<file path="src/lsu_settings.svh">
`ifndef LSU_SETTINGS_SVH
`define LSU_SETTINGS_SVH

// Data and address width.
`define LSU_XLEN 32

// Reorder-buffer tags, tag 0 means no operation.
`define LSU_TAGS 8

// Fetch queue entries. Full is reported one entry early.
`define LSU_FQ_DEPTH 8

`define LSU_RAM_BYTES 1024

`endif
</file>
<file path="src/fetch_queue.sv">
`timescale 1ns/100ps
`include "lsu_settings.svh"

module fetch_queue #(
    parameter int DEPTH = `LSU_FQ_DEPTH
) (
    input  logic                 clk,
    input  logic                 rst,
    input  logic                 push,
    input  logic [`LSU_XLEN-1:0] push_addr,
    input  logic                 pop,
    output logic                 head_valid,
    output logic [`LSU_XLEN-1:0] head_addr,
    output logic                 full
);

    localparam int PW = $clog2(DEPTH);

    logic [`LSU_XLEN-1:0] slots [DEPTH];
    logic [PW-1:0]        head;
    logic [PW-1:0]        tail;
    logic [PW:0]          count;
    logic                 do_push;
    logic                 do_pop;

    assign do_push = push && (count != (PW+1)'(DEPTH));
    assign do_pop  = pop && head_valid;

    always_ff @(posedge clk) begin
        if (!rst) begin
            head  <= '0;
            tail  <= '0;
            count <= '0;
        end else begin
            if (do_push) begin
                tail <= (tail == PW'(DEPTH - 1)) ? '0 : tail + 1'b1;
            end
            if (do_pop) begin
                head <= (head == PW'(DEPTH - 1)) ? '0 : head + 1'b1;
            end
            count <= count + (PW+1)'(do_push) - (PW+1)'(do_pop);
        end
    end

    always_ff @(posedge clk) begin
        if (do_push) slots[tail] <= push_addr;
    end

    assign head_valid = (count != '0);
    assign head_addr  = slots[head];

    // One slot stays spare for an address already on its way in.
    assign full = (count >= (PW+1)'(DEPTH - 1));

endmodule

</file>
<file path="config.mk">
export PLATFORM = sky130hd
export DESIGN_NAME = fetch_queue
export DESIGN_NICKNAME = d
export VERILOG_FILES = /design/src/fetch_queue.sv
export VERILOG_INCLUDE_DIRS = /design/src /design/src/src
export SDC_FILE = /design/constraint.sdc
export NUM_CORES = 1
export LEC_CHECK = 0
export BUFFER_PORTS_ARGS = -buffer_cell sky130_fd_sc_hd__buf_2
export CAP_MARGIN = 30
export CORE_MARGIN = 4
export CORE_UTILIZATION = 62
export CTS_BUF_LIST = sky130_fd_sc_hd__clkbuf_2 sky130_fd_sc_hd__clkbuf_4 sky130_fd_sc_hd__clkbuf_8
export DETAILED_ROUTE_END_ITERATION = 8
export PLACE_DENSITY = 0.79
export SYNTH_ARGS = -nofsm -noshare
export SYNTH_HDL_FRONTEND = slang
export SYNTH_SLANG_ARGS = --single-unit
</file>
<file path="constraint.sdc">
create_clock -name clk -period 5.47 [get_ports clk]
set_clock_uncertainty 0.05 [all_clocks]
set_input_delay 0.547 -clock clk [delete_from_list [all_inputs] [get_ports clk]]
set_output_delay 0.547 -clock clk [all_outputs]
set_load 0.1 [all_outputs]
</file>
==> impl_metrics.toml, run 1 <==
[drt]
num_vias = 4794
dr.first_iter.drc_count = 331
routed_wl_mm = 18.5
first_pass_iters = 7
avgRoutedWirePerCell_um = 22.9
viasPerCell = 5.95
drc = 0
ant_nets = 0

[timing]
fin_crit_sh = 0.671
setup_tns_ns = 0
postLayoutSetupSlackWorst_ns = 1.80
drv_slew = 0
period_needed_ns = 3.67
setup_viol = 0
relSlewSlack = 0.435
clock.fmax_mhz = 273
hold_viol_final = 0
rsz0062_at_grt = "no"
tightestPinTransition_ns = 0.848

[placement]
hpwl_mm = 10.4
port_buffers = 69
dp_cells = 733
gp_congestion = 0.711
dp_worst_setup_slack_ns = 2.27

[setup_path]
r2r-end = "count[2]"
rrSetupSlack_ns = 2.81
cp_slowest_stage_delay_ns = 0.90
crit_path_end_kind = "primary output"
crit_path_top_delay_cell = "dfxtp_4"
critical-path-top-delay-family = "multiplexers"
r2r-start = "count[2]"
cp.required_ns = 4.87
ff2ff_path_depth = 10
cp-start-kind = "flop"
crit_type = "reg -> out"
worstPathMaxFanout = 47
worstPathCellList = "buf_4 -> mux4_1 -> mux2_2 -> buf_2"
worstPathArrival_ns = 3.07
critPathBufInv = 2

[clock_tree]
tritoncts = "yes"
clockRootBuffer = "clkbuf_8"
cts_setup_buffers = 0
clkLatencyLatePin_ns = 0.51
holdBufCountCts = 0
cts_buffer_depth = 3
clkSinkCount = 269
cts_buffers = 41
cts.repair.resized = 0
clkTransAtPathRegs_ns = 0.06
htreeDepth = 2

[cells_and_area]
nets = 604
layout_common_cells = "256 x edfxtp_1, 69 x buf_2, 41 x clkbuf_8"
area_growth_pct = 13.3
final_common_cell = "edfxtp_1"
drive_above_1_share = 0.358
diodes = 0
finalNonFillerCells = 806

[power_and_ir_drop]
p_leak_nw = 3.98
vdd_drop_max_uv = 406
power_density_nw_per_um2 = 481

[logic_synthesis]
yosysWarnings = 0
seq_area_frac_synth = 0.757
synthDistinctLibCells = 28
synthesis.area_sq_um = 10500
synth_nets = 500
yosysTopAreaCell = "edfxtp_1"
synth_area_leaders = "edfxtp_1 73%, mux4_1 9.3%, mux4_2 5.8%"
ys_ff_latch = 269
synth_top_area_frac = 0.732
avgSynthCellArea_sq_um = 23.2
synthCells = 453

[floorplanning]
die_w_um = 138
num_rows = 47
die_area_sq_um = 19100
die_h_um = 138
initial_core_util = 0.633
io_pins = 70
core_area_sq_um = 16600

[global_route]
grt_max_degree = 48
grt_pass1_wl_mm = 29.1
grt.overflow.total = 0
grt_pass1_vias = 5191
antenna_found_initial = 1
grt_util_all_layers = 0.198

[min_path]
holdCritStartpoint = "push_addr[2]"
hold_class = "in -> reg"
hold_depth = 1
holdPathEnd = "slots[3][2]"

[status]
status = "completed"

[flow_run]
drv_cap = 0
## where the power goes
group          internal (mW)  switching (mW)  total, mW
clock                  0.771           0.694       1.47
combinational          0.467            1.28       1.74
sequential              2.40           0.107       2.51
## per-stage QoR
| step | utilization | total power, mW | hold slack (ns) | cell area, sq um |
|---|---|---|---|---|
| 2_1_floorplan | - | 4.01 | 0.414 | 10500 |
| 3_3_place_gp | 0.671 | 4.26 | 0.422 | 11100 |
| 3_5_place_dp | 0.672 | 4.29 | 0.440 | 11100 |
| 4_1_cts | 0.716 | 5.75 | 0.236 | 11900 |
| 5_1_grt | 0.717 | 5.97 | 0.241 | 11900 |
| 6_report | 0.717 | 5.72 | 0.256 | 11900 |
## sequential cells by signal (all words and copies together), names as in the netlist, named ones only
signal  cells
tail        3
head        3
count       4
slots     256
## final cells by class
cell class / count / area [sq um]
fill: 1004 / 4690
sequential: 269 / 7950
clock inverter: 20 / 80.1
tap: 220 / 275
multi-input combinational: 160 / 2460
timing repair buffer: 81 / 468
clock buffer: 52 / 647
inverter: 4 / 15.0
## cells by family after synthesis
family / after synthesis / synth area share
DFF: 269 / 0.757
buffers and inverters: 24 / 0.0139
adders and majority gates: 11 / 0.0138
AOI/OAI and AO/OA: 3 / 0.00167
xor gates and xnor gates: 2 / 0.00167
and+or+nand+nor: 38 / 0.0180
muxes: 106 / 0.194
## synth_stat cells
| library cell | n |
|---|---|
| nand3b_1 | 2 |
| nand2b_1 | 3 |
| edfxtp_1 | 256 |
| xor2_1 | 1 |
| mux4_2 | 27 |
| nor2_1 | 5 |
| inv_1 | 4 |
| nor3_1 | 4 |
| nor4_1 | 1 |
| nor2b_1 | 1 |
| mux2i_1 | 10 |
| buf_6 | 7 |
| nand3_1 | 3 |
| nand2_1 | 14 |
| mux4_1 | 37 |
| xnor2_1 | 1 |
| buf_1 | 8 |
| buf_2 | 3 |
| clkbuf_1 | 2 |
| a21oi_1 | 2 |
| fa_1 | 1 |
| mux2_2 | 32 |
| dfxtp_1 | 13 |
| or3b_2 | 2 |
| and2_1 | 2 |
| nand2_2 | 1 |
| a21o_1 | 1 |
| ha_1 | 10 |
## per-layer routing
layer / track usage / wire (um) / up-vias
li1: - / - / 2135
met1: 0.262 / 7540 / 2492
met2: 0.341 / 9650 / 141
met3: 0.0407 / 1030 / 24
met4: 0.0515 / 242 / 2
met5: 0 / 13 / -
## worst max-delay path by stage
| stage | slack (ns) | to | depth (start not counted) | startpoint |
|---|---|---|---|---|
| 2_1_floorplan | 0.85 | slots[0][0] | 5 | count[2] |
| 3_3_place_gp | 2.31 | head_addr[1] | 4 | flop |
| 3_5_place_dp | 2.27 | head_addr[18] | 4 | flop |
| 4_1_cts | 1.72 | head_addr[16] | 4 | flop |
| 5_1_grt | 1.63 | head_addr[16] | 4 | flop |
| 6_report | 1.80 | head_addr[16] | 4 | flop |
Power figures use the tool's default switching activity.
==> run 2: changes to the inputs <==
ABC_AREA = 1   (was unset)
CORE_UTILIZATION = 63   (was 62)
PLACE_DENSITY = 0.8   (was 0.79)
clock period = 3.8 ns   (was 5.47 ns; I/O delays follow)
==> impl_metrics.toml, run 2 <==
[status]
status = "completed"

[setup_path]
r2r-end = "slots[0][2]"
crit_end = "head_addr[31]"
worstPathMaxFanout = 38
rrSetupSlack_ns = 1.24
crit_type = "reg -> out"
r2r-start = "count[2]"
cp.required_ns = 3.37
crit_path_end_kind = "primary output"
cp-start-kind = "flop"
ff2ff_path_depth = 8
worstPathArrival_ns = 2.79

[timing]
hold_viol_final = 0
setup_tns_ns = 0
hold_ws_ns = 0.0613
period_needed_ns = 3.22
tightestPinTransition_ns = 0.823
drv_slew = 0
postLayoutSetupSlackWorst_ns = 0.582
relSlewSlack = 0.451
fin_crit_sh = 0.847
clock.fmax_mhz = 311
setup_viol = 0
rsz0062_at_grt = "no"

[drt]
num_vias = 7929
routed_wl_mm = 23.9
ant_nets = 0
drc = 0
dr.first_iter.drc_count = 666
first_pass_iters = 5
viasPerCell = 5.09
avgRoutedWirePerCell_um = 15.3

[placement]
dp_cells = 1486
dp_worst_setup_slack_ns = 1.13
port_buffers = 69
place_area_sq_um = 12500
hpwl_mm = 13.9
gp_congestion = 0.777

[logic_synthesis]
synthesis.area_sq_um = 11900
async_reset_ff_frac = 0
synth_nets = 1262
synth_flop_cell = "edfxtp_1"
synthDistinctLibCells = 19
seq_area_frac_synth = 0.667
yosysTopAreaCell = "edfxtp_1"
yosysWarnings = 0
avgSynthCellArea_sq_um = 9.80
ys_ff_latch = 269
synth_top_area_frac = 0.646
synth_edf_count = 256
synthCells = 1215
synthMostInstantiatedCell = "nand2_1"
synth_area_leaders = "edfxtp_1 65%, nand2_1 14%, inv_1 8.6%"
synth_common_cells = "443 x nand2_1, 272 x inv_1, 256 x edfxtp_1"

[global_route]
grt_util_all_layers = 0.225
grt_max_degree = 102
grt_pass1_wl_mm = 38.2
grt_pass1_vias = 7755
grt.overflow.total = 0
antenna_found_initial = 0

[cells_and_area]
regMostFlops = "slots"
finalNonFillerCells = 1559
post-route-util = 0.715
nets = 1345
layout_common_cells = "443 x nand2_1, 272 x inv_1, 256 x edfxtp_1"
drive_above_1_share = 0.127
reg.largest.list = "slots (256), count (4)"
diodes = 0
area_growth_pct = 12.0
final_common_cell = "nand2_1"
largest_register_ffs = 256
fin_area_sq_um = 13300

[power_and_ir_drop]
power_density_nw_per_um2 = 775
p_total_mw = 10.3
p_leak_nw = 6.27
vdd_drop_max_uv = 995

[clock_tree]
clkLatencyLatePin_ns = 0.52
cts_buffer_depth = 3
clkTransAtPathRegs_ns = 0.06
clkSinkCount = 269
clockRootBuffer = "clkbuf_8"
tritoncts = "yes"
htreeDepth = 2
holdBufCountCts = 0
cts_setup_buffers = 0
cts_buffers = 43
cts.repair.resized = 0

[min_path]
hold_class = "in -> reg"

[floorplanning]
initial_core_util = 0.639
die_area_sq_um = 21200
io_pins = 70
die_h_um = 145
num_rows = 50
core_area_sq_um = 18600
die_w_um = 145

[flow_run]
drv_cap = 0
run 2: changes by cell type after synthesis, moves of 5 or more:
cell      delta
mux2i_1     -10
mux4_1      -37
nor2_1      +24
buf_4        +5
nand3_1    +131
mux2_2      -32
mux4_2      -27
nand2_1    +429
inv_1      +268
clkbuf_1     +7
buf_2       +17
run 2: worst min path at each step:
stage,startpoint,endpoint,slack (ns),cells past startpoint
finish,push_addr[12],slots[1][12],0.06,1
global route,push_addr[12],slots[3][12],0.05,1
CTS,push_addr[12],slots[1][12],0.03,1
detailed placement,head[1],head[1],0.45,2
global placement,head[1],head[1],0.43,2
floorplan,head[1],flop,0.41,2
run 2: where the power goes:
group,switching [mW],total [mW],internal [mW]
sequential,0.107,3.62,3.52
clock,1.06,2.40,1.34
combinational,3.51,4.32,0.801
total,4.68,10.3,5.66
run 2: cells by family (layout without fill, tap and decap cells):
logic type	Yosys count	in the layout	synth area share
adders and majority gates	11	11	0.0122
buffers and inverters	323	433	0.112
DFF	269	269	0.667
AOI/OAI and AO/OA	2	2	0.00105
xor gates and xnor gates	1	1	0.000736
and+or+nand+nor	609	609	0.207
run 2: layer usage:
layer / track usage / up-vias / share of wire
met4: 0.0703 / 0 / 0.017
met1: 0.281 / 3697 / 0.41
met5: 0 / - / 0
met2: 0.400 / 264 / 0.51
met3: 0.0411 / 38 / 0.063
li1: - / 3930 / -
run 2: layout make-up:
cell class / instances / area [sq um]
Multi-Input combinational cell: 623 / 2690
Inverter: 274 / 1030
Tap cell: 234 / 293
Clock inverter: 9 / 67.6
Fill cell: 1338 / 5310
Sequential cell: 269 / 7950
Timing Repair Buffer: 87 / 541
Clock buffer: 63 / 761
run 2: worst max-delay path, cell delays in order, from the launching register on:
cell	delay, ns
dfxtp_4	0.55
clkinv_2	0.38
buf_4	0.38
nand2_1	0.12
nand3_1	0.07
nand2_1	0.13
nand2_1	0.07
nand2_1	0.09
buf_2	0.43
==> run 3: changes to the inputs <==
CORE_UTILIZATION = 57   (was 63)
PLACE_DENSITY = 0.76   (was 0.8)
clock period = 2.76 ns   (was 3.8 ns; I/O delays follow)
==> impl_metrics.toml, run 3 (synthesized netlist as in run 2, its figures left out) <==
[floorplanning]
core_area_sq_um = 20400
initial_core_util = 0.585
io_pins = 70
num_rows = 52
die_w_um = 153
die_area_sq_um = 23300
die_h_um = 153

[timing]
setup_viol = 0
tightestPinTransition_ns = 0.630
hold_viol_final = 0
rsz0062_at_grt = "no"
setup_tns_ns = 0
period_needed_ns = 2.60
postLayoutSetupSlackWorst_ns = 0.162
fin_crit_sh = 0.941
hold_ws_ns = 0.0704
drv_slew = 0
clock.fmax_mhz = 385
relSlewSlack = 0.580

[cells_and_area]
fillers = 1470
final_common_cell = "nand2_1"
drive_above_1_share = 0.128
layout_common_cells = "443 x nand2_1, 272 x inv_1, 256 x edfxtp_1"
regMostFlops = "slots"
reg.largest.list = "slots (256), count (4)"
post-route-util = 0.689
ff_latch_area_sq_um = 7950
diodes = 0
fin_area_sq_um = 14000
nets = 1385
area_growth_pct = 17.8
finalNonFillerCells = 1637
multi_input_area_sq_um = 2690
largest_register_ffs = 256

[clock_tree]
clkTransAtPathRegs_ns = 0.06
cts_buffers = 43
tritoncts = "yes"
cts_buffer_depth = 3
htreeDepth = 2
clockRootBuffer = "clkbuf_8"
clkSinkCount = 269
cts_setup_buffers = 0
clkLatencyLatePin_ns = 0.53

[global_route]
grt.overflow.total = 0
grt_max_degree = 91
grt_pass1_wl_mm = 40.8
antenna_found_initial = 0
grt_util_all_layers = 0.216
grt_pass1_vias = 8233

[drt]
ant_nets = 0
wl_met3_mm = 1.48
topRoutingLayerUsed = "met4"
dr_wl_met2_mm = 12.9
first_pass_iters = 5
drc = 0
routed_wl_mm = 25.2
drt-met1-wl_mm = 10.5
avgRoutedWirePerCell_um = 15.4
viasPerCell = 4.99
dr.first_iter.drc_count = 556
num_vias = 8173

[status]
status = "completed"

[power_and_ir_drop]
internal-power_mw = 8.41
vdd_drop_max_uv = 1270
power.share.switching = 0.440
combPwrFrac = 0.451
p_leak_nw = 6.54
pwr-share-seq = 0.331
p_total_mw = 15.0
p_clk_frac = 0.218
p_sw_mw = 6.62
power_density_nw_per_um2 = 1070

[setup_path]
crit_path_end_kind = "primary output"
cp-start-kind = "flop"
crit_type = "reg -> out"
r2r-end = "count[2]"
worstPathMaxFanout = 90
cp.required_ns = 2.43
ff2ff_path_depth = 10
rrSetupSlack_ns = 0.49
r2r-start = "count[2]"
worstPathArrival_ns = 2.27

[placement]
gp_congestion = 0.812
hpwl_mm = 14.7
dp_worst_setup_slack_ns = 0.510
dp_cells = 1529
port_buffers = 69
place_area_sq_um = 12900

[min_path]
hold_depth = 4
holdCritStartpoint = "pop"
holdPathEnd = "head[0]"
hold_class = "in -> reg"

[flow_run]
drv_cap = 0
-- run 3: how the worst max path moves through the flow --
stage	cells past startpoint	to	start
6_report	8	head_addr[1]	flop
5_1_grt	8	head_addr[1]	flop
4_1_cts	8	head_addr[1]	flop
3_5_place_dp	10	count[2]	count[2]
3_3_place_gp	10	count[2]	count[2]
2_1_floorplan	7	slots[0][0]	count[2]
-- run 3: critical path: stages (launching register included) --
cell      delay [ns]
dfxtp_4         0.48
clkinv_2        0.12
buf_12          0.23
nand2_1         0.11
nand3_1         0.06
nand2_1         0.08
nand2_1         0.05
nand2_1         0.13
buf_2           0.44
-- run 3: power groups by stage --
stage	registers (mW)	clock network (mW)	logic, mW
2_1_floorplan	5.01	0	4.92
3_3_place_gp	5.04	0	6.67
3_5_place_dp	5.06	0	6.77
4_1_cts	4.97	3.33	6.83
5_1_grt	5.00	3.53	7.23
6_report	4.97	3.28	6.78
-- run 3: cell type report --
type / instances / share of cell area
Clock buffer: 62 / 0.0528
Sequential cell: 269 / 0.567
Multi-Input combinational cell: 623 / 0.192
Tap cell: 270 / 0.0241
Timing Repair Buffer: 127 / 0.0854
Clock inverter: 12 / 0.00597
Inverter: 274 / 0.0734
-- run 3: what timing repair did --
item                                    in CTS  in global routing
hold endpoints to repair                   258                  0
hold buffers                                34                  0
endpoints found under the setup margin       0                  1
gates resized for setup                      0                  1
-- run 3: per-layer routing --
layer,GRT usage,vias up
met5,0,-
met4,0.0594,0
met3,0.0435,41
met2,0.376,237
met1,0.280,3883
li1,-,4012
