[src/lsu_settings.svh]
`ifndef LSU_SETTINGS_SVH
`define LSU_SETTINGS_SVH

// Data and address width.
`define LSU_XLEN 32

// Reorder-buffer tags, tag 0 means no operation.
`define LSU_TAGS 8

// Fetch queue entries. Full is reported one entry early.
`define LSU_FQ_DEPTH 8

`define LSU_RAM_BYTES 1024

`endif
[src/lsu_pkg.sv]
`include "lsu_settings.svh"

package lsu_pkg;

    typedef enum logic [4:0] {
        OP_LB   = 5'b10010,
        OP_LH   = 5'b10011,
        OP_LW   = 5'b10100,
        OP_LBU  = 5'b10101,
        OP_LHU  = 5'b10110,
        OP_SB   = 5'b10111,
        OP_SH   = 5'b11000,
        OP_SW   = 5'b11001,
        OP_NONE = 5'b11111
    } mem_op_t;

    typedef logic [$clog2(`LSU_TAGS)-1:0] tag_t;

    // Bytes moved by one operation.
    function automatic logic [2:0] op_bytes(mem_op_t op);
        case (op)
            OP_LW, OP_SW:         return 3'd4;
            OP_LH, OP_LHU, OP_SH: return 3'd2;
            default:              return 3'd1;
        endcase
    endfunction

    function automatic logic op_is_store(mem_op_t op);
        return op inside {OP_SB, OP_SH, OP_SW};
    endfunction

    // Sign or zero extension of an assembled little-endian word.
    function automatic logic [`LSU_XLEN-1:0] op_extend(mem_op_t op,
                                                       logic [`LSU_XLEN-1:0] word);
        case (op)
            OP_LB:   return {{(`LSU_XLEN-8){word[7]}}, word[7:0]};
            OP_LBU:  return {{(`LSU_XLEN-8){1'b0}}, word[7:0]};
            OP_LH:   return {{(`LSU_XLEN-16){word[15]}}, word[15:0]};
            OP_LHU:  return {{(`LSU_XLEN-16){1'b0}}, word[15:0]};
            default: return word;
        endcase
    endfunction

endpackage

[src/byte_access_engine.sv]
`timescale 1ns/100ps
`include "lsu_settings.svh"

module byte_access_engine import lsu_pkg::*; (
    input  logic                 clk,
    input  logic                 rst,
    input  logic                 stall,
    input  logic                 sel_valid,
    input  tag_t                 sel_tag,
    input  mem_op_t              sel_op,
    input  logic [`LSU_XLEN-1:0] sel_addr,
    input  logic [`LSU_XLEN-1:0] sel_data,
    output logic                 retire,
    input  logic                 head_valid,
    input  logic [`LSU_XLEN-1:0] head_addr,
    output logic                 pop,
    output logic [`LSU_XLEN-1:0] ram_addr,
    output logic                 ram_we,
    output logic [7:0]           ram_wdata,
    input  logic [7:0]           ram_rdata,
    output logic                 ins_ready,
    output logic [`LSU_XLEN-1:0] ins_value,
    output logic                 mem_done,
    output tag_t                 mem_tag,
    output logic [`LSU_XLEN-1:0] load_value
);

    logic                 busy;
    logic                 is_fetch;
    logic                 is_store;
    mem_op_t              cur_op;
    tag_t                 cur_tag;
    logic [`LSU_XLEN-1:0] base;
    logic [`LSU_XLEN-1:0] word;
    logic [`LSU_XLEN-1:0] word_next;
    logic [1:0]           last_off;
    logic [1:0]           off;      // Byte offset on the RAM bus.
    logic                 off_vld;
    logic [1:0]           lag_off;  // Offset the RAM is answering now.
    logic                 lag_vld;
    logic                 start;
    logic                 rd_last;
    logic                 wr_last;

    // Wait one cycle after a retire or pop so the source can drop the entry.
    assign start = !busy && !stall && !retire && !pop && (sel_valid || head_valid);

    assign rd_last = busy && !is_store && !off_vld && lag_vld && (lag_off == last_off);
    assign wr_last = busy && is_store && off_vld && (off == last_off);

    // ----------------------------------------
    // RAM bus
    // ----------------------------------------
    assign ram_addr  = base + `LSU_XLEN'(off);
    assign ram_we    = busy && is_store && off_vld && !stall;
    assign ram_wdata = word[{off, 3'b000} +: 8];

    always_comb begin
        word_next = word;
        if (lag_vld) word_next[{lag_off, 3'b000} +: 8] = ram_rdata;
    end

    // ----------------------------------------
    // Sequencing
    // ----------------------------------------
    always_ff @(posedge clk) begin
        if (!rst) begin
            busy      <= 1'b0;
            off_vld   <= 1'b0;
            lag_vld   <= 1'b0;
            retire    <= 1'b0;
            pop       <= 1'b0;
            ins_ready <= 1'b0;
            mem_done  <= 1'b0;
        end else begin
            retire    <= 1'b0;
            pop       <= 1'b0;
            ins_ready <= 1'b0;
            mem_done  <= 1'b0;
            // Tracks the bus, and keeps the last byte valid through a stall.
            lag_vld   <= busy && !is_store && (off_vld || (stall && lag_vld));
            if (start) begin
                busy    <= 1'b1;
                off_vld <= 1'b1;
            end else if (busy && !stall) begin
                if (off_vld && off == last_off) off_vld <= 1'b0;
                if (wr_last) begin
                    busy     <= 1'b0;
                    mem_done <= 1'b1;
                    retire   <= 1'b1;
                end
                if (rd_last) begin
                    busy <= 1'b0;
                    if (is_fetch) begin
                        ins_ready <= 1'b1;
                        pop       <= 1'b1;
                    end else begin
                        mem_done <= 1'b1;
                        retire   <= 1'b1;
                    end
                end
            end
        end
    end

    always_ff @(posedge clk) begin
        lag_off <= off;
        if (start) begin
            off <= 2'd0;
            if (sel_valid) begin
                is_fetch <= 1'b0;
                is_store <= op_is_store(sel_op);
                cur_op   <= sel_op;
                cur_tag  <= sel_tag;
                base     <= sel_addr;
                word     <= sel_data;
                last_off <= 2'(op_bytes(sel_op) - 3'd1);
            end else begin
                is_fetch <= 1'b1;
                is_store <= 1'b0;
                cur_op   <= OP_NONE;
                cur_tag  <= '0;
                base     <= head_addr;
                word     <= '0;
                last_off <= 2'd3;
            end
        end else if (busy) begin
            // The bus address is held in a stall, so a byte that arrives then is still good.
            if (!is_store) word <= word_next;
            if (!stall && off_vld && off != last_off) off <= off + 2'd1;
        end
        if (!stall && (rd_last || wr_last)) begin
            mem_tag <= cur_tag;
        end
        if (!stall && rd_last) begin
            ins_value  <= word_next;
            load_value <= op_extend(cur_op, word_next);
        end
    end

endmodule

[config.mk]
export PLATFORM = sky130hd
export DESIGN_NAME = byte_access_engine
export DESIGN_NICKNAME = d
export VERILOG_FILES = /design/src/lsu_pkg.sv /design/src/byte_access_engine.sv
export VERILOG_INCLUDE_DIRS = /design/src /design/src/src
export SDC_FILE = /design/constraint.sdc
export NUM_CORES = 1
export LEC_CHECK = 0
export ABC_AREA = 1
export BUFFER_PORTS_ARGS = -buffer_cell sky130_fd_sc_hd__buf_2
export CORE_ASPECT_RATIO = 0.7
export CORE_MARGIN = 2
export CORE_UTILIZATION = 51
export CTS_BUF_LIST = sky130_fd_sc_hd__clkbuf_16
export CTS_CLUSTER_SIZE = 40
export DETAILED_ROUTE_END_ITERATION = 7
export GPL_ROUTABILITY_DRIVEN = 0
export GPL_TIMING_DRIVEN = 0
export PLACE_DENSITY = 0.86
export SETUP_SLACK_MARGIN = 0.05
export SLEW_MARGIN = 10
export SYNTH_ARGS = -nofsm -noshare
export SYNTH_HDL_FRONTEND = slang
export SYNTH_SLANG_ARGS = --single-unit
[constraint.sdc]
create_clock -name clk -period 3.55 [get_ports clk]
set_clock_uncertainty 0.05 [all_clocks]
set_input_delay 0.71 -clock clk [delete_from_list [all_inputs] [get_ports clk]]
set_output_delay 0.71 -clock clk [all_outputs]
set_load 0.02 [all_outputs]
==> impl_table.tex, run 1 <==
\begin{tabular}{lr}
\hline
Metric & Value \\
\hline
\multicolumn{2}{l}{\textbf{Critical path}} \\
\quad Top fanout value on the critical path & 5 \\
\quad Largest stage delay on the critical path & between 400 and 500 ps \\
\quad Critical path's slowest cell & dfxtp\_1 \\
\quad Most frequent CP cell & nand2\_1 \\
\quad Series of cell instances along the critical path & ha\_1 > inv\_1 > fa\_2 > nor2\_2 > nand2\_1 > nor2\_4 > nand2\_2 > nor2\_2 > nand2\_1 > nand2\_1 > nand2\_1 > buf\_2 \\
\quad Req. time, crit path & 2790 ps \\
\quad Nature of the critical path endpoint & output pin \\
\quad Crit path DAT & between 2000 and 3000 ps \\
\quad Kind of start point of the critical path & flop \\
\quad Worst Setup Path Type & flop to output pin \\
\multicolumn{2}{l}{\textbf{Job}} \\
\quad Maximum Capacitance Violations & 0 \\
\multicolumn{2}{l}{\textbf{CTS}} \\
\quad Clock sink total & between 100 and 150 \\
\quad CTS hold repair buffers & 0 \\
\quad CTS H-Tree Depth & 4 \\
\quad Deepest clock path buffer count & 2 \\
\quad Number of buffers created by CTS & 17 \\
\quad Later-pin clock latency in the skew report & 420 ps \\
\quad Clock tree from TritonCTS & done \\
\quad Cell chosen for the clock root & clkbuf\_16 \\
\quad Worst-path clk slew & 60 ps \\
\multicolumn{2}{l}{\textbf{Route}} \\
\quad Number of detailed-routing iterations run before antenna repair & 7 \\
\quad Vias post-DR & 7168 \\
\quad Number of nets with antenna violations after detailed routing & 0 \\
\quad Wirelength per Cell & 17.04 um \\
\quad DRC violations left & 0 \\
\quad Drt initial violations & 988 \\
\quad Wire length reported by the detailed router & 22290 um \\
\quad Post-DR vias/cell & about 5.5 \\
\multicolumn{2}{l}{\textbf{STA}} \\
\quad Setup slack of the critical path after layout & 187.2 ps \\
\quad Total of endpoints with negative setup slack in the final report & 0 \\
\quad Final period util & 94.73\% \\
\quad Measured slew at the worst slew-check pin & 828.4 ps \\
\quad Maximum clock frequency & 297.4 MHz \\
\quad Worst-case headroom to the max-slew limit & around 45\% \\
\quad Tmin final & around 3400 ps \\
\quad Hold Vio Cnt, Final & 0 \\
\quad Setup TNS after final layout & 0 ps \\
\quad RSZ-0062 raised after global routing & false \\
\quad Final slew viol count & 0 \\
\multicolumn{2}{l}{\textbf{Logic synthesis}} \\
\quad Synthesized-area fraction occupied by ao, oa, aoi and oai cells & 7.022\% \\
\quad Count of warnings emitted by yosys & 0 \\
\quad Sequential element share of the synthesized area & 56.31\% \\
\quad Number of distinct library cell variants in the gate-level netlist after synthesis & 39 \\
\quad Area leader, netlist & edfxtp\_1 \\
\quad Combinational family with the most area after synthesis & simple AND/OR/NAND/NOR gates \\
\quad Synthesized area divided by synthesized cell count & 8.826 um2 \\
\quad Post-Synthesis Net Count & 976 \\
\quad Flip-flop and latch count after synthesis & 144 \\
\quad Simple-Gate Fraction of Synth Area & between 20\% and 30\% \\
\quad Share of the synthesized area in the top cell type & between 50 and 60\% \\
\quad Post-Synth Adder-Cell Area & 1.265\% \\
\quad Xor and xnor area share after synthesis & roughly 2.2\% \\
\quad Post-synthesis instance area & 7520 um2 \\
\quad Post-Syn Instances & 852 \\
\quad Ranking of synthesized cells by area & edfxtp\_1 54\%, nand2\_1 16\%, nand3\_1 3.4\%, inv\_1 3.3\%, dfxtp\_1 2.4\% \\
\quad Multiplexer area fraction after synthesis & 0\% \\
\multicolumn{2}{l}{\textbf{Die}} \\
\quad Total I/O pin count & 229 \\
\quad DIE HEIGHT & 105.6 um \\
\quad Die ar. & 15750 um2 \\
\quad FP Rows & 37 \\
\quad Width of the die & roughly 150 um \\
\quad Initial cell density of the core & 51.73\% \\
\quad Floorplan Core Area & 14540 um2 \\
\multicolumn{2}{l}{\textbf{Run status}} \\
\quad Status & completed \\
\multicolumn{2}{l}{\textbf{Placed design}} \\
\quad Placed wire-length estimate & between 15000 and 20000 um \\
\quad Worst slack, placed & approximately 160 ps \\
\quad PortBufs & 228 \\
\multicolumn{2}{l}{\textbf{Final layout}} \\
\quad Area added between synthesis and finish & 26.52\% \\
\quad Filler Cell Count & about 1.2k \\
\quad Sequential cell area in the final layout & 4235 um2 \\
\quad Final core occ & 65.45\% \\
\quad Post-layout net count & 1225 \\
\quad Share of final-layout standard cells stronger than drive strength 1 & 29.56\% \\
\quad Multi-input gate area in the final layout & 2809 um2 \\
\quad Diode insertion count for antenna repair & 0 \\
\multicolumn{2}{l}{\textbf{Power}} \\
\quad Power per cell area & about 450 nW/um2 \\
\quad Maximum VDD drop & 0.0003170 V \\
\quad Static Leak & 4.412 nW \\
\quad Final Total Pwr & between 4 and 5 mW \\
\multicolumn{2}{l}{\textbf{Global route}} \\
\quad Pin count of the biggest net entering global routing & 35 \\
\quad Number of global-route vias before repair & 6597 \\
\quad Antenna violations before repair & 0 \\
\quad Global-route wire length before repair & 34480 um \\
\quad Overall Global Routing Usage & 28.72\% \\
\quad Total global routing overflow & 0 \\
\multicolumn{2}{l}{\textbf{Min path}} \\
\quad Hold/Removal Path Class & flop to flop \\
\hline
\end{tabular}
-- area by class of cell --
cell class,count,area share [%]
sequential,144,44.52
inverter,77,3.117
timing repair buffer,231,12.57
clock buffer,17,4.471
buffer,35,1.986
clock inverter,14,1.249
multi-input combinational,595,29.52
tap,195,2.564
-- logic make-up after synthesis --
logic type,count (synthesis)
buffers and inverters,113
AND/OR/NAND/NOR,473
AO/OA/AOI/OAI,96
adder cells (fa/ha/maj),7
XOR/XNOR,19
flip-flops,144
-- what timing repair did --
item | 4_1_cts | 5_1_grt
setup buffers | 1 | 0
pin swaps | 0 | 1
resized for setup | 3 | 1
setup endpoints to repair | 12 | 6
-- Yosys cell counts (all sizes together) --
| library cell | count |
|---|---|
| a21oi | 32 |
| and3 | 1 |
| buf | 21 |
| clkbuf | 15 |
| clkinv | 3 |
| dfxtp | 9 |
| edfxtp | 135 |
| fa | 1 |
| ha | 6 |
| inv | 74 |
| nand2 | 339 |
| nand3 | 53 |
| nand3b | 6 |
| nand4 | 9 |
| nor2 | 53 |
| nor3 | 10 |
| o2111ai | 1 |
| o21ai | 54 |
| o22ai | 9 |
| or2 | 2 |
| xnor2 | 5 |
| xor2 | 14 |
-- registers in the layout (all words and copies together), names as in the netlist --
register / count
ins_value: 32
is_store: 1
is_fetch: 1
base: 32
off: 2
off_vld: 1
lag_vld: 1
lag_off: 2
word: 32
last_off: 2
load_value: 24
mem_done: 1
busy: 1
cur_op: 5
mem_tag: 3
ins_ready: 1
cur_tag: 3
-- worst max-delay path: cells and delay by family (launching register included) --
kind                       cells  cell delay (ps)
and+or+nand+nor                8              910
DFF                            1              410
adders and majority gates      2              600
buffers and inverters          2              250
-- power breakdown --
| group | switching (mW) | internal, mW |
|---|---|---|
| combinational | 0.412 | 0.203 |
| sequential | 0.0590 | 1.99 |
| clock | 0.703 | 0.956 |
-- placed cells by master (no fill, tap or decap), drive strengths merged --
| cell type | instances |
|---|---|
| buf | 251 |
| o21ai | 54 |
| nor2 | 53 |
| o22ai | 9 |
| clkbuf | 32 |
| fa | 1 |
| edfxtp | 135 |
| o2111ai | 1 |
| xnor2 | 5 |
| nand2 | 339 |
| bufinv | 1 |
| or2 | 2 |
| a21oi | 32 |
| nor3 | 10 |
| clkinvlp | 5 |
| inv | 76 |
| dfxtp | 9 |
| nand3b | 6 |
| clkinv | 9 |
| nand3 | 53 |
| and3 | 1 |
| ha | 6 |
| xor2 | 14 |
| nand4 | 9 |
-- through the flow --
step	std cells	hold slack [ps]	cell area [um2]
floorplan	852	318.1	7520
global placement	1275	350.3	8905
detailed placement	1277	355.4	8956
CTS	1308	369.4	9512
global route	1308	376.9	9514
finish	1308	368.7	9514
-- per-layer routing --
| layer | global-route usage [%] | routed length [um] |
|---|---|---|
| met5 | 0 | 0 |
| met3 | 8.225 | 2965 |
| met2 | 41.11 | 9423 |
| met1 | 42.26 | 9426 |
| met4 | 8.912 | 474 |
-- worst paths after layout --
check | slack, ps | cells after the start | end | start
setup / recovery | 190 | 12 | ram_addr[22] | off[0]
hold / removal | 370 | 0 | mem_tag[0] | cur_tag[0]
setup reg to reg | 1050 | 9 | load_value[17] | lag_off[0]
hold reg to reg | 370 | 0 | mem_tag[0] | cur_tag[0]
(Power assumes the default switching activity.)
==> run 2: changes to the inputs <==
--- a/config.mk
+++ b/config.mk
@@ -7,16 +7,16 @@
 export NUM_CORES = 1
 export LEC_CHECK = 0
 export ABC_AREA = 1
-export BUFFER_PORTS_ARGS = -buffer_cell sky130_fd_sc_hd__buf_2
 export CORE_ASPECT_RATIO = 0.7
 export CORE_MARGIN = 2
 export CORE_UTILIZATION = 51
 export CTS_BUF_LIST = sky130_fd_sc_hd__clkbuf_16
 export CTS_CLUSTER_SIZE = 40
 export DETAILED_ROUTE_END_ITERATION = 7
+export DONT_BUFFER_PORTS = 1
 export GPL_ROUTABILITY_DRIVEN = 0
 export GPL_TIMING_DRIVEN = 0
-export PLACE_DENSITY = 0.86
+export PLACE_DENSITY = 0.73
 export SETUP_SLACK_MARGIN = 0.05
 export SLEW_MARGIN = 10
 export SYNTH_ARGS = -nofsm -noshare
==> run 2 against run 1 <==
Net effect:
- die area unchanged
- utilization decreased by 7.5 points
- fmax increased by 0.53%
- global-route usage decreased by 2.3 points
- wire length decreased by 7.9%
- combinational power decreased by 19%
- count of clock-buffer cells in the layout unchanged
- setup slack improved by 18 ps
- critical path type unchanged
- largest cell class unchanged
==> impl_table.tex, run 2 (synthesized netlist as in run 1, its figures left out) <==
\begin{tabular}{lr}
\hline
Metric & Value \\
\hline
\multicolumn{2}{l}{\textbf{Critical path}} \\
\quad Req. time, crit path & 2790 ps \\
\quad Register-to-Register Setup Slack & 1130 ps \\
\quad Crit-path leading delay family & simple AND/OR/NAND/NOR gates \\
\quad Depth of the worst register-to-register path & 9 \\
\quad Timing startpoint of the critical path & off[0] \\
\quad Reg2reg end & load\_value[17] \\
\quad Critical path's slowest cell & fa\_1 \\
\quad Largest stage delay on the critical path & 440 ps \\
\quad Nature of the critical path endpoint & output pin \\
\quad Critical path destination & ram\_addr[22] \\
\quad Top fanout value on the critical path & 4 \\
\quad Kind of start point of the critical path & flop \\
\quad Most frequent CP cell & nand2\_1 \\
\quad Worst Setup Path Type & flop to output pin \\
\quad Worst Path Buf+Inv & 1 \\
\quad Crit path DAT & 2590 ps \\
\quad Number of stages on the worst setup path & 11 \\
\quad Series of cell instances along the critical path & ha\_1 > inv\_1 > fa\_1 > nor2\_2 > nand2\_1 > nor2\_4 > nand2\_2 > nor2\_4 > nand2\_1 > nand2\_1 > nand2\_1 \\
\quad FF-to-FF Start & lag\_off[0] \\
\multicolumn{2}{l}{\textbf{Global route}} \\
\quad Number of global-route vias before repair & between 5k and 6k \\
\quad Met3 usage & between 9 and 10\% \\
\quad Overall Global Routing Usage & 26.44\% \\
\quad Pin count of the biggest net entering global routing & 38 \\
\quad GR met2 Demand/Resource & between 30\% and 40\% \\
\quad Total global routing overflow & 0 \\
\quad GR Layer Usage met1 & 40.24\% \\
\quad Antenna violations before repair & 0 \\
\quad Global-route wire length before repair & 30910 um \\
\quad Global-route layer with the greatest usage & met1 \\
\multicolumn{2}{l}{\textbf{STA}} \\
\quad Hold Vio Cnt, Final & 0 \\
\quad Final period util & 94.23\% \\
\quad Final slew viol count & 0 \\
\quad Setup slack of the critical path after layout & approximately 200 ps \\
\quad Measured slew at the worst slew-check pin & 784.6 ps \\
\quad Worst-case headroom to the max-slew limit & 47.51\% \\
\quad Final worst hold slack & 368.1 ps \\
\quad RSZ-0062 raised after global routing & true \\
\quad Setup TNS after final layout & 0 ps \\
\quad Maximum clock frequency & between 200 and 300 MHz \\
\quad Total of endpoints with negative setup slack in the final report & 0 \\
\quad Tmin final & roughly 3300 ps \\
\multicolumn{2}{l}{\textbf{Final layout}} \\
\quad Filler Cell Count & 1274 \\
\quad Most frequent standard cell in the layout excluding fill and tap cells & nand2\_1 \\
\quad Final non-filler cell total & $\sim$1.1k \\
\quad Multi-input gate area in the final layout & 2839 um2 \\
\quad Sequential cell area in the final layout & 4235 um2 \\
\quad Post-layout net count & 999 \\
\quad Area added between synthesis and finish & 12.06\% \\
\quad Layout Cell Area excl Fill & 8427 um2 \\
\quad Commonest non-fill, non-tap cells in the layout & 318 x nand2\_1, 135 x edfxtp\_1, 66 x inv\_1 \\
\quad Share of final-layout standard cells stronger than drive strength 1 & a little under an eighth \\
\quad Final core occ & 57.97\% \\
\quad Biggest regs & base (32), ins\_value (32), word (32) \\
\quad Diode insertion count for antenna repair & 0 \\
\multicolumn{2}{l}{\textbf{CTS}} \\
\quad Deepest clock path buffer count & 2 \\
\quad CTS H-Tree Depth & 4 \\
\quad CTS hold repair buffers & 0 \\
\quad Number of buffers created by CTS & 17 \\
\quad Worst-path clk slew & 60 ps \\
\quad Cell chosen for the clock root & clkbuf\_16 \\
\quad Later-pin clock latency in the skew report & $\sim$420 ps \\
\quad Clock tree from TritonCTS & done \\
\quad Clock sink total & 144 \\
\multicolumn{2}{l}{\textbf{Die}} \\
\quad Floorplan Core Area & 14540 um2 \\
\quad Initial cell density of the core & around half \\
\quad DIE HEIGHT & 105.6 um \\
\quad FP Rows & 37 \\
\quad Total I/O pin count & 229 \\
\quad Width of the die & 149.1 um \\
\quad Die ar. & 15750 um2 \\
\multicolumn{2}{l}{\textbf{Placed design}} \\
\quad Placed wire-length estimate & 15480 um \\
\quad PortBufs & 0 \\
\quad Post-placement cell count & 1049 \\
\quad Worst slack, placed & around 170 ps \\
\quad Placed Instance Area & 7807 um2 \\
\multicolumn{2}{l}{\textbf{Power}} \\
\quad Share of power burned in the clock network & 40.2\% \\
\quad Static Leak & 3.521 nW \\
\quad Final Total Pwr & 4.255 mW \\
\quad Switching part of the total power & 27.37\% \\
\quad Combinational share of power & 11.7\% \\
\quad Seq pwr share & 48.0\% \\
\quad Power per cell area & 505.0 nW/um2 \\
\quad Net Switching & approximately 1.2 mW \\
\quad Maximum VDD drop & roughly 0.00032 V \\
\quad Internal Dissipation & 3.091 mW \\
\multicolumn{2}{l}{\textbf{Run status}} \\
\quad Status & completed \\
\multicolumn{2}{l}{\textbf{Route}} \\
\quad Drt initial violations & between 700 and 800 \\
\quad Post-DR vias/cell & 5.523 \\
\quad Wire length reported by the detailed router & 20520 um \\
\quad Number of nets with antenna violations after detailed routing & 0 \\
\quad Wirelength per Cell & about 19 um \\
\quad Number of detailed-routing iterations run before antenna repair & 5 \\
\quad Vias post-DR & 5981 \\
\quad DRC violations left & 0 \\
\multicolumn{2}{l}{\textbf{Min path}} \\
\quad Hold/Removal Path Class & flop to flop \\
\quad Hold-critical path depth & 0 \\
\quad Hold Path Origin & cur\_tag[0] \\
\multicolumn{2}{l}{\textbf{Job}} \\
\quad Maximum Capacitance Violations & 0 \\
\hline
\end{tabular}
-- run 2: cell types whose count changed in the layout (fill, tap and decap cells not counted), moves of 3 or more --
cell / delta
inv_6: +3
xor2_2: +3
clkinv_2: -4
buf_2: -228
xor2_1: -3
-- run 2: per-layer routing --
metal  routed length [um]  vias to the layer above
met3                 2444                       39
li1                     -                     2858
met5                    0                        -
met4                  478                        0
met2                 8202                      355
met1                 9394                     2729
-- run 2: area by class of cell --
type / count / area share, %
Buffer: 35 / 2.242
Timing Repair Buffer: 5 / 0.7424
Multi-Input combinational cell: 595 / 33.69
Sequential cell: 144 / 50.26
Clock inverter: 15 / 1.604
Inverter: 77 / 3.519
Clock buffer: 17 / 5.048
Tap cell: 195 / 2.895
-- run 2: worst register-to-register path: stages (launching register included) --
cell and delay, ps:
dfxtp_1 360, buf_2 250, inv_2 120, ha_1 320, inv_2 60, nor2_1 180
nand3_2 240, o21ai_1 500, nand2_1 130, nand2_2 80
-- run 2: how the worst min path moves through the flow --
stage / endpoint
after detailed placement: lag_off[0]
after global placement: mem_tag[2]
final: mem_tag[0]
after floorplan: lag_off[0]
after CTS: mem_tag[0]
after global routing: mem_tag[0]
-- run 2: what timing repair did --
item | in CTS | in global routing
setup endpoints to repair | 11 | 6
gates resized for setup | 4 | 4
setup buffers | 1 | 2
pin swaps | 0 | 1
-- run 2: power by group through the flow --
| stage | logic (mW) | clock network [mW] | registers, mW |
|---|---|---|---|
| floorplan | 0.366 | 0 | 2.06 |
| global placement | 0.474 | 0 | 2.08 |
| detailed placement | 0.492 | 0 | 2.07 |
| CTS | 0.495 | 1.73 | 2.04 |
| global route | 0.554 | 1.81 | 2.05 |
| finish | 0.499 | 1.71 | 2.04 |
==> run 3: changes to the inputs <==
==> constraint.sdc (replaced) <==
create_clock -name clk -period 3.55 [get_ports clk]
set_clock_uncertainty 0.05 [all_clocks]
set_input_delay 0.5325 -clock clk [delete_from_list [all_inputs] [get_ports clk]]
set_output_delay 0.5325 -clock clk [all_outputs]
set_load 0.02 [all_outputs]
==> run 3 against run 2 <==
Net effect:
- cell area down 0.25%
- flip-flop and latch count unchanged
- via count up 0.42%
- hold slack worse by 130 ps
- setup slack better by 36 ps
- critical path type unchanged
- largest power group unchanged
==> impl_table.tex, run 3 (synthesized netlist as in run 1, its figures left out) <==
\begin{tabular}{lr}
\hline
Metric & Value \\
\hline
\multicolumn{2}{l}{\textbf{Critical path}} \\
\quad FF-to-FF Start & lag\_off[0] \\
\quad Register-to-Register Setup Slack & 1140 ps \\
\quad Req. time, crit path & 2970 ps \\
\quad Timing startpoint of the critical path & off[1] \\
\quad Nature of the critical path endpoint & output pin \\
\quad Top fanout value on the critical path & 6 \\
\quad Kind of start point of the critical path & flop \\
\quad Worst Setup Path Type & flop to output pin \\
\quad Crit path DAT & approximately 2700 ps \\
\multicolumn{2}{l}{\textbf{CTS}} \\
\quad Worst-path clk slew & 60 ps \\
\quad Clock sink total & 144 \\
\quad Later-pin clock latency in the skew report & about 420 ps \\
\quad CTS hold repair buffers & 0 \\
\quad CTS H-Tree Depth & 4 \\
\quad Number of buffers created by CTS & 17 \\
\quad Deepest clock path buffer count & 2 \\
\quad Cell chosen for the clock root & clkbuf\_16 \\
\quad Clock tree from TritonCTS & done \\
\multicolumn{2}{l}{\textbf{STA}} \\
\quad RSZ-0062 raised after global routing & false \\
\quad Final period util & 93.22\% \\
\quad Worst-case headroom to the max-slew limit & 47.37\% \\
\quad Maximum clock frequency & between 300 and 400 MHz \\
\quad Total of endpoints with negative setup slack in the final report & 0 \\
\quad Setup slack of the critical path after layout & 240.7 ps \\
\quad Tmin final & 3309 ps \\
\quad Final slew viol count & 0 \\
\quad Hold Vio Cnt, Final & 0 \\
\quad Measured slew at the worst slew-check pin & 786.6 ps \\
\multicolumn{2}{l}{\textbf{Route}} \\
\quad Met1 routed wirelength after detailed routing & 9351 um \\
\quad Wirelength per Cell & roughly 19 um \\
\quad Wire length reported by the detailed router & 20540 um \\
\quad Routed length on met2 & a little over 8000 um \\
\quad Vias post-DR & about 6.0k \\
\quad Met3 wirelength from detailed routing & 2547 um \\
\quad Highest metal used & met4 \\
\quad Post-DR vias/cell & 5.551 \\
\quad Number of detailed-routing iterations run before antenna repair & 5 \\
\quad Number of nets with antenna violations after detailed routing & 0 \\
\quad DRC violations left & 0 \\
\quad Drt initial violations & 725 \\
\multicolumn{2}{l}{\textbf{Final layout}} \\
\quad Filler Cell Count & roughly 1.3k \\
\quad Area added between synthesis and finish & 11.78\% \\
\quad Final non-filler cell total & 1082 \\
\quad Diode insertion count for antenna repair & 0 \\
\quad Biggest regs & base (32), ins\_value (32), word (32) \\
\quad Post-layout net count & around 1000 \\
\quad Share of final-layout standard cells stronger than drive strength 1 & $\sim$11\% \\
\quad Layout Cell Area excl Fill & 8406 um2 \\
\quad Final core occ & 57.82\% \\
\quad Most frequent standard cell in the layout excluding fill and tap cells & nand2\_1 \\
\quad Commonest non-fill, non-tap cells in the layout & 318 x nand2\_1, 135 x edfxtp\_1, 66 x inv\_1 \\
\multicolumn{2}{l}{\textbf{Die}} \\
\quad Total I/O pin count & 229 \\
\quad FP Rows & 37 \\
\quad Die ar. & 15750 um2 \\
\quad DIE HEIGHT & 105.6 um \\
\quad Width of the die & 149.1 um \\
\quad Initial cell density of the core & 51.73\% \\
\quad Floorplan Core Area & approximately 15000 um2 \\
\multicolumn{2}{l}{\textbf{Power}} \\
\quad Maximum VDD drop & 0.0003170 V \\
\quad Power per cell area & 506.9 nW/um2 \\
\quad Final Total Pwr & 4.261 mW \\
\quad Static Leak & 3.513 nW \\
\multicolumn{2}{l}{\textbf{Global route}} \\
\quad Total global routing overflow & 0 \\
\quad Pin count of the biggest net entering global routing & 38 \\
\quad Antenna violations before repair & 0 \\
\quad Overall Global Routing Usage & 26.44\% \\
\quad Global-route wire length before repair & 30900 um \\
\quad Number of global-route vias before repair & 5548 \\
\multicolumn{2}{l}{\textbf{Min path}} \\
\quad Hold Path Origin & sel\_tag[0] \\
\quad Hold/Removal Path Class & primary input to flop \\
\multicolumn{2}{l}{\textbf{Placed design}} \\
\quad PortBufs & 0 \\
\quad Post-placement cell count & 1049 \\
\quad Placed Instance Area & 7807 um2 \\
\quad Worst slack, placed & 346.1 ps \\
\quad Placed wire-length estimate & approximately 15000 um \\
\multicolumn{2}{l}{\textbf{Job}} \\
\quad Maximum Capacitance Violations & 0 \\
\multicolumn{2}{l}{\textbf{Run status}} \\
\quad Status & completed \\
\hline
\end{tabular}
[run 3: cell types whose count changed in the layout (fill, tap and decap cells not counted), sizes merged]
cell / delta
buf: -1
[run 3: worst max-delay path, stage by stage, from the launching register on]
cell	delay, ps
dfxtp_1	500
clkinvlp_4	200
fa_1	480
nor2_2	150
nand2_1	120
nor2_4	210
nand2_2	110
nor2_2	210
nand2_1	90
nand2_1	80
nand2_1	150
[run 3: timing repair]
item,4_1_cts,5_1_grt
gates resized for setup,3,1
endpoints found under the setup margin,5,7
pin swaps,0,0
buffers inserted,0,2
[run 3: final timing paths]
| path | to | depth (start not counted) |
|---|---|---|
| max | ram_addr[22] | 10 |
| min | cur_tag[0] | 2 |
| max reg2reg | load_value[17] | 9 |
| min reg2reg | mem_tag[0] | 0 |
[run 3: final cells by class]
type / count / area (um2) / area share [%]
plain buffers: 35 / 188.9 / 2.248
clock buffers: 17 / 425.4 / 5.061
multi-input cells: 595 / 2826 / 33.63
repair buffers: 4 / 55.05 / 0.6550
well taps: 195 / 244.0 / 2.903
flip-flops and latches: 144 / 4234 / 50.37
inverters: 77 / 296.5 / 3.528
clock inverters: 15 / 135.1 / 1.608
[run 3: per-layer routing]
metal / vias up / track usage [%]
met4: 0 / 7.755
met5: - / 0
met2: 374 / 35.02
met1: 2745 / 40.27
li1: 2855 / -
met3: 32 / 9.567
[run 3: through the flow]
stage                     hold slack (ps)  setup TNS (ps)
after floorplan                     318.1               0
after global placement              351.2          -9.644
after detailed placement            366.3               0
after CTS                           225.5               0
after global routing                237.3               0
final                               233.3               0
[run 3: report_power, final]
group | switching [mW] | internal (mW)
combinational | 0.367 | 0.133
clock | 0.745 | 0.972
sequential | 0.0579 | 1.99
total | 1.17 | 3.09
